--- src/source/stopwatch_pkg.sv ---
package stopwatch_pkg;

  //////////////////////////////////////////////////////////////////////
  // Digit and time layout
  //////////////////////////////////////////////////////////////////////

  localparam int NUM_DIGITS  = 4;  // 0 minutes, 1 tens of sec, 2 sec, 3 tenths
  localparam int DIGIT_WIDTH = 4;

  typedef logic [DIGIT_WIDTH-1:0] digit_t;
  typedef digit_t [NUM_DIGITS-1:0] time_t;

  // Highest value per digit, index 0 on the right
  localparam time_t digit_limit = {digit_t'(9), digit_t'(9), digit_t'(5), digit_t'(9)};

  //////////////////////////////////////////////////////////////////////
  // Timing
  //////////////////////////////////////////////////////////////////////

  localparam int TICK_DIVIDE = 10;  // Enabled cycles per tenth, small for sim
  localparam int TICK_WIDTH  = $clog2(TICK_DIVIDE);
  localparam int SYNC_STAGES = 2;

  //////////////////////////////////////////////////////////////////////
  // Display
  //////////////////////////////////////////////////////////////////////

  localparam int SEG_WIDTH   = 7;
  localparam int SEG_ENTRIES = 10;
  localparam int SCAN_WIDTH  = 2;

  typedef logic [SEG_WIDTH-1:0] seg_t;     // Active low, bit 0 = a .. bit 6 = g
  typedef logic [NUM_DIGITS-1:0] anode_t;  // Active low

  // Entry 0 is the rightmost element
  localparam seg_t [SEG_ENTRIES-1:0] SEG_TABLE = {
    seg_t'(7'h10),  // 9
    seg_t'(7'h00),  // 8
    seg_t'(7'h78),  // 7
    seg_t'(7'h02),  // 6
    seg_t'(7'h12),  // 5
    seg_t'(7'h19),  // 4
    seg_t'(7'h30),  // 3
    seg_t'(7'h24),  // 2
    seg_t'(7'h79),  // 1
    seg_t'(7'h40)   // 0
  };

  localparam seg_t   SEG_BLANK  = '1;
  localparam anode_t ANODE_IDLE = '1;

endpackage

--- src/source/mode_decode.sv ---
`timescale 1ns/1ps

module mode_decode (
  input  logic clock,
  input  logic rst,
  input  logic up,
  output logic down_mode,
  output logic load_down
);

  //////////////////////////////////////////////////////////////////////
  // Switch synchroniser
  //////////////////////////////////////////////////////////////////////

  logic [stopwatch_pkg::SYNC_STAGES-1:0] up_sync;  // Stage 0 samples the pin
  logic                                  mode_prev;

  always_ff @(posedge clock) begin
    if (rst) begin
      up_sync   <= '0;
      mode_prev <= 1'b0;
    end else begin
      up_sync   <= {up_sync[stopwatch_pkg::SYNC_STAGES-2:0], up};
      mode_prev <= down_mode;
    end
  end

  //////////////////////////////////////////////////////////////////////
  // Mode level and rising edge
  //////////////////////////////////////////////////////////////////////

  assign down_mode = up_sync[stopwatch_pkg::SYNC_STAGES-1];

  // One cycle, lined up with the first high cycle of down_mode
  assign load_down = down_mode & ~mode_prev;

endmodule

--- src/source/tenth_tick_gen.sv ---
`timescale 1ns/1ps

module tenth_tick_gen (
  input  logic clock,
  input  logic rst,
  input  logic clr,
  input  logic enable,
  output logic tick
);

  localparam logic [stopwatch_pkg::TICK_WIDTH-1:0] LAST_COUNT =
    stopwatch_pkg::TICK_WIDTH'(stopwatch_pkg::TICK_DIVIDE - 1);

  logic [stopwatch_pkg::TICK_WIDTH-1:0] count;
  logic                                 terminal;

  assign terminal = (count == LAST_COUNT);

  always_ff @(posedge clock) begin
    if (rst || clr) begin
      count <= '0;
    end else if (enable) begin
      if (terminal) count <= '0;  // Wrap on the tick cycle
      else          count <= count + 1'b1;
    end
  end

  // Only counts as a tick when the cycle itself is enabled
  assign tick = enable & terminal;

endmodule

--- src/source/stopwatch_core.sv ---
`timescale 1ns/1ps

module stopwatch_core (
  input  logic                 clock,
  input  logic                 rst,
  input  logic                 clr,
  input  logic                 tick,
  input  logic                 load_down,
  output stopwatch_pkg::time_t up_time,
  output stopwatch_pkg::time_t down_time
);

  localparam int LSD = stopwatch_pkg::NUM_DIGITS - 1;  // Tenths digit

  // Ripple into each digit, entry i feeds digit i
  logic [stopwatch_pkg::NUM_DIGITS-1:0] carry_in;
  logic [stopwatch_pkg::NUM_DIGITS-1:0] borrow_in;

  stopwatch_pkg::time_t up_next;
  stopwatch_pkg::time_t down_next;

  //////////////////////////////////////////////////////////////////////
  // Per digit next values
  //////////////////////////////////////////////////////////////////////

  assign carry_in[LSD]  = tick;
  assign borrow_in[LSD] = tick;

  genvar i;

  generate
    for (i = 0; i < stopwatch_pkg::NUM_DIGITS; i = i + 1) begin : g_digit
      logic at_limit;
      logic at_zero;

      assign at_limit = (up_time[i] == stopwatch_pkg::digit_limit[i]);
      assign at_zero  = (down_time[i] == '0);

      // Up side, wrap to 0 past the limit
      always_comb begin
        if (!carry_in[i])  up_next[i] = up_time[i];
        else if (at_limit) up_next[i] = '0;
        else               up_next[i] = up_time[i] + 1'b1;
      end

      // Down side, 0 goes back to the limit
      always_comb begin
        if (!borrow_in[i]) down_next[i] = down_time[i];
        else if (at_zero)  down_next[i] = stopwatch_pkg::digit_limit[i];
        else               down_next[i] = down_time[i] - 1'b1;
      end

      // Pass the ripple on to the next more significant digit.
      // The minutes digit drops it, so 9:59.9 and 0:00.0 wrap round.
      if (i > 0) begin : g_ripple
        assign carry_in[i-1]  = carry_in[i] & at_limit;
        assign borrow_in[i-1] = borrow_in[i] & at_zero;
      end
    end
  endgenerate

  //////////////////////////////////////////////////////////////////////
  // Chain registers
  //////////////////////////////////////////////////////////////////////

  always_ff @(posedge clock) begin
    if (rst || clr) begin
      up_time <= '0;
    end else if (tick) begin
      up_time <= up_next;
    end
  end

  always_ff @(posedge clock) begin
    if (rst || clr) begin
      down_time <= '0;
    end else if (load_down) begin
      down_time <= up_time;  // Snapshot beats a tick in the same cycle
    end else if (tick) begin
      down_time <= down_next;
    end
  end

endmodule

--- src/source/display_scan.sv ---
`timescale 1ns/1ps

module display_scan (
  input  logic                  clock,
  input  logic                  rst,
  input  logic                  down_mode,
  input  stopwatch_pkg::time_t  up_time,
  input  stopwatch_pkg::time_t  down_time,
  output stopwatch_pkg::anode_t anode,
  output stopwatch_pkg::seg_t   segment
);

  logic [stopwatch_pkg::SCAN_WIDTH-1:0] scan_idx;

  stopwatch_pkg::time_t  shown_time;
  stopwatch_pkg::digit_t shown_digit;
  stopwatch_pkg::seg_t   seg_next;
  stopwatch_pkg::anode_t anode_next;
  stopwatch_pkg::anode_t anode_hot;

  //////////////////////////////////////////////////////////////////////
  // Scan index, free running
  //////////////////////////////////////////////////////////////////////

  always_ff @(posedge clock) begin
    if (rst) scan_idx <= '0;
    else     scan_idx <= scan_idx + 1'b1;
  end

  //////////////////////////////////////////////////////////////////////
  // Chain and digit select, segment lookup
  //////////////////////////////////////////////////////////////////////

  assign shown_time  = down_mode ? down_time : up_time;
  assign shown_digit = shown_time[scan_idx];

  always_comb begin
    if (shown_digit < stopwatch_pkg::digit_t'(stopwatch_pkg::SEG_ENTRIES)) begin
      seg_next = stopwatch_pkg::SEG_TABLE[shown_digit];
    end else begin
      seg_next = stopwatch_pkg::SEG_BLANK;  // Not a BCD value
    end
  end

  // Index 0 is the leftmost digit, on anode bit 3
  assign anode_hot  = {1'b1, {(stopwatch_pkg::NUM_DIGITS-1){1'b0}}} >> scan_idx;
  assign anode_next = ~anode_hot;

  //////////////////////////////////////////////////////////////////////
  // Output registers
  //////////////////////////////////////////////////////////////////////

  always_ff @(posedge clock) begin
    if (rst) begin
      anode   <= stopwatch_pkg::ANODE_IDLE;
      segment <= stopwatch_pkg::SEG_BLANK;
    end else begin
      anode   <= anode_next;
      segment <= seg_next;
    end
  end

endmodule

--- src/source/stopwatch_top.sv ---
`timescale 1ns/1ps

module stopwatch_top (
  input  logic                  clock,
  input  logic                  rst,
  input  logic                  up,
  input  logic                  clr,
  input  logic                  enable,
  output stopwatch_pkg::anode_t anode,
  output stopwatch_pkg::seg_t   segment
);

  logic                 down_mode;
  logic                 load_down;
  logic                 tick;
  stopwatch_pkg::time_t up_time;
  stopwatch_pkg::time_t down_time;

  //////////////////////////////////////////////////////////////////////
  // Decode, switch conditioning
  //////////////////////////////////////////////////////////////////////

  mode_decode mode_decode_uut (
    .clock     (clock    ),
    .rst       (rst      ),
    .up        (up       ),
    .down_mode (down_mode),
    .load_down (load_down)
  );

  //////////////////////////////////////////////////////////////////////
  // Execute, prescaler and counter chains
  //////////////////////////////////////////////////////////////////////

  tenth_tick_gen tenth_tick_gen_uut (
    .clock  (clock ),
    .rst    (rst   ),
    .clr    (clr   ),
    .enable (enable),
    .tick   (tick  )
  );

  stopwatch_core stopwatch_core_uut (
    .clock     (clock    ),
    .rst       (rst      ),
    .clr       (clr      ),
    .tick      (tick     ),
    .load_down (load_down),
    .up_time   (up_time  ),
    .down_time (down_time)
  );

  //////////////////////////////////////////////////////////////////////
  // Result, display scan
  //////////////////////////////////////////////////////////////////////

  display_scan display_scan_uut (
    .clock     (clock    ),
    .rst       (rst      ),
    .down_mode (down_mode),  // Scan keeps running while frozen
    .up_time   (up_time  ),
    .down_time (down_time),
    .anode     (anode    ),
    .segment   (segment  )
  );

endmodule

--- config.mk ---
export PLATFORM = sky130hd
export DESIGN_NAME = stopwatch_top
export DESIGN_NICKNAME = d
export VERILOG_FILES = /design/src/source/stopwatch_pkg.sv /design/src/source/mode_decode.sv /design/src/source/tenth_tick_gen.sv /design/src/source/stopwatch_core.sv /design/src/source/display_scan.sv /design/src/source/stopwatch_top.sv
export SDC_FILE = /design/constraint.sdc
export NUM_CORES = 1
export LEC_CHECK = 0
export BUFFER_PORTS_ARGS = -buffer_cell sky130_fd_sc_hd__buf_2
export CAP_MARGIN = 20
export CORE_MARGIN = 2
export CORE_UTILIZATION = 47
export DETAILED_ROUTE_END_ITERATION = 12
export PLACE_DENSITY = 0.75
export SYNTH_ARGS = -nofsm -noshare
export SYNTH_HDL_FRONTEND = slang
export SYNTH_SLANG_ARGS = --single-unit
export TNS_END_PERCENT = 100
--- constraint.sdc ---
create_clock -name clock -period 3.1 [get_ports clock]
set_clock_uncertainty 0.2 [all_clocks]
set_input_delay 0.155 -clock clock [delete_from_list [all_inputs] [get_ports clock]]
set_output_delay 0.155 -clock clock [all_outputs]
set_load 0.05 [all_outputs]
==> flow_summary.ini <==
[run_status]
status = completed

[detailed_routing]
drt-initial-drc-count = 185
viasPerCell = 5.75
drc_errors = 0
wl_mm = 5.73
num_vias = 2203
wl_per_cell_um = 15.0
drt_pass1_iterations = 4
drtAntennaViolNets = 0

[timing]
max_freq_mhz = 399
tightest_slew_ns = 0.948
rsz0062_at_grt = false
finalMaxSlewViolations = 0
slew_headroom_pct = 36.8
finalWorstPathRequiredPeriod_ns = 2.51
setup_violations = 0
fin_hold_ws_ns = 0.126
hold_viol = 0
worst_slack_ns = 0.595
period_share_pct = 80.8
fin_tns_setup_ns = 0

[worst_setup_path]
required_ns = 3.09
path_delay_family = multiplexers
path_class = flop to flop
cpPeakStageDelay_ns = 0.52
cp.arrival_ns = 2.49
slowest_stage = mux4_2
worst-path-max-fanout = 7
path_buf_inv = 1
critical_path.cell_chain = buf_4 -> mux4_2 -> mux2i_1 -> and2_1 -> a21boi_1 -> a31oi_1
cp-start-kind = flop
cp-end-kind = flop

[logic_synthesis]
synth_top_area_share_pct = 39.0
syn_inst = 294
synth_top_family_by_area = simple AND/OR/NAND/NOR gates
ys_ff_latch = 52
synth_seq_area_share_pct = 39.0
synthSimpleGateAreaFrac_pct = 24.4
synth.area.top_cells = dfxtp_1, mux4_2, a21oi_1
synthesis.nets = 308
syn-cell-area_um2 = 2670
netlist_top_cells_count = dfxtp_1, a21oi_1, nor2_1, o21ai_0, nand2_1
synthAdderAreaFrac_pct = 4.22
synth.area.mux_share_pct = 9.57
synth_compound_area_share_pct = 13.4
yosys_warnings = 0
synth_top_flop_cell = dfxtp_1
yosys.area.top_type = dfxtp_1
synthXorXnorAreaFrac_pct = 5.58
syn_avg_cell_area_um2 = 9.07
yosysMostFrequentCell = dfxtp_1
synth-edff-count = 0
synth_cell_types = 54
synthArstFlopShare_pct = 0

[clock_tree]
clkLatencyLatePin_ns = 0.30
clockBufferDepth = 2
clk_pin_slew_ns = 0.09
h-tree-depth = 2
cts-root-buf = clkbuf_8
cts_tree = built
cts_sinks = 52
postCtsSetupBuffers = 0
cts_buffers = 5

[place]
place_area_um2 = 2790
gp_congestion = 0.850
place_worst_setup_slack_ns = 0.601
place_hpwl_mm = 3.94
portBuffers = 15

[final_layout]
area_growth_pct = 9.76
final.fill_count = 506
fin_area_um2 = 2930
final_net_count = 325
diodes = 0
final_layout_size_suffix_gt1_share_pct = 13.2

[floorplan]
die_x_um = 79.3
ios = 16
rows = 27
start_util_pct = 48.4
fp.dieArea_um2 = 6290
core_area_um2 = 5510
die_y_um = 79.3

[power]
total_power_uw = 1220
p_leak_uw = 0.00108
power_density_nw_per_um2 = 418
peakVddDrop_mv = 0.238

[worst_hold_path]
hold_class = primary input to flop

[grt]
grt_pass1_vias = 1959
overflow = 0
antenna_found_initial = 0
grt_start_max_net_pins = 29
track_usage_pct = 19.7
grt_pass1_wl_mm = 9.71

[job]
maxCapViolCount = 0
==> kinds of logic (layout without fill, tap and decap cells) <==
family | after synthesis | in the layout
AO/OA/AOI/OAI | 64 | 64
XOR/XNOR | 17 | 17
adder cells (fa/ha/maj) | 9 | 9
buffers and inverters | 22 | 39
flip-flops | 52 | 52
multiplexers | 15 | 15
AND/OR/NAND/NOR | 115 | 115
==> cell usage in the layout (no fill, tap or decap), types with 8 or more instances in the layout <==
master,n
nand2_1,22
xor2_1,9
ha_1,9
a21oi_1,26
nor2_1,26
xnor2_1,8
buf_2,15
o21ai_0,24
dfxtp_1,52
nand3_1,9
nor2b_1,13
inv_1,9
==> through the flow <==
stage / std cells / utilization [%]
after global routing: 383 / 53.2
after global placement: 372 / 50.7
final: 383 / 53.2
after floorplan: 294 / -
after CTS: 383 / 53.2
after detailed placement: 372 / 50.7
==> flip-flops by register name (all words and copies together), names as in the netlist <==
register,flops
display_scan_uut.anode,4
stopwatch_core_uut.up_time,16
display_scan_uut.segment,7
display_scan_uut.scan_idx,2
stopwatch_core_uut.down_time,16
tenth_tick_gen_uut.count,4
mode_decode_uut.up_sync,2
mode_decode_uut.mode_prev,1
==> final cells by class <==
type / instances / area (um^2) / area share (%)
clock buffer: 7 / 96.3 / 3.29
tap: 72 / 90.1 / 3.08
sequential: 52 / 1040 / 35.6
inverter: 10 / 37.5 / 1.28
multi-input combinational: 220 / 1530 / 52.1
timing repair buffer: 22 / 138 / 4.70
==> worst register-to-register path: stages (launching register included) <==
cell and delay (ns):
dfxtp_1 0.51, buf_4 0.23, mux4_2 0.52, mux2i_1 0.44, and2_1 0.24, a21boi_1 0.21
a31oi_1 0.06
==> per-layer routing <==
metal | share of wire (%) | global-route usage, %
met5 | 0 | 0
met4 | 1.9 | 7.07
met3 | 5.9 | 3.75
met2 | 47 | 32.5
met1 | 45 | 25.7
==> report_power, final <==
part / leakage, uW / internal, uW / switching (uW)
Combinational: 0.000602 / 40.4 / 71.6
Clock: 0.0000503 / 199 / 213
Sequential: 0.000424 / 683 / 15.5
==> timing repair <==
action,CTS,global route
resized for setup,0,0
hold buffers,4,0
setup endpoints to repair,0,0
endpoints found under the hold margin,6,0
==> path summary, 6_finish.rpt <==
kind | startpoint | cells past startpoint | to | slack, ns
hold reg to reg | mode_decode_uut.up_sync[0] | 1 | mode_decode_uut.up_sync[1] | 0.25
setup reg to reg | display_scan_uut.scan_idx[1] | 6 | display_scan_uut.segment[3] | 0.59
setup / recovery | display_scan_uut.scan_idx[1] | 6 | display_scan_uut.segment[3] | 0.59
hold / removal | clr | 5 | stopwatch_core_uut.down_time[8] | 0.13
Note: power is estimated with default switching activity, not from simulation.
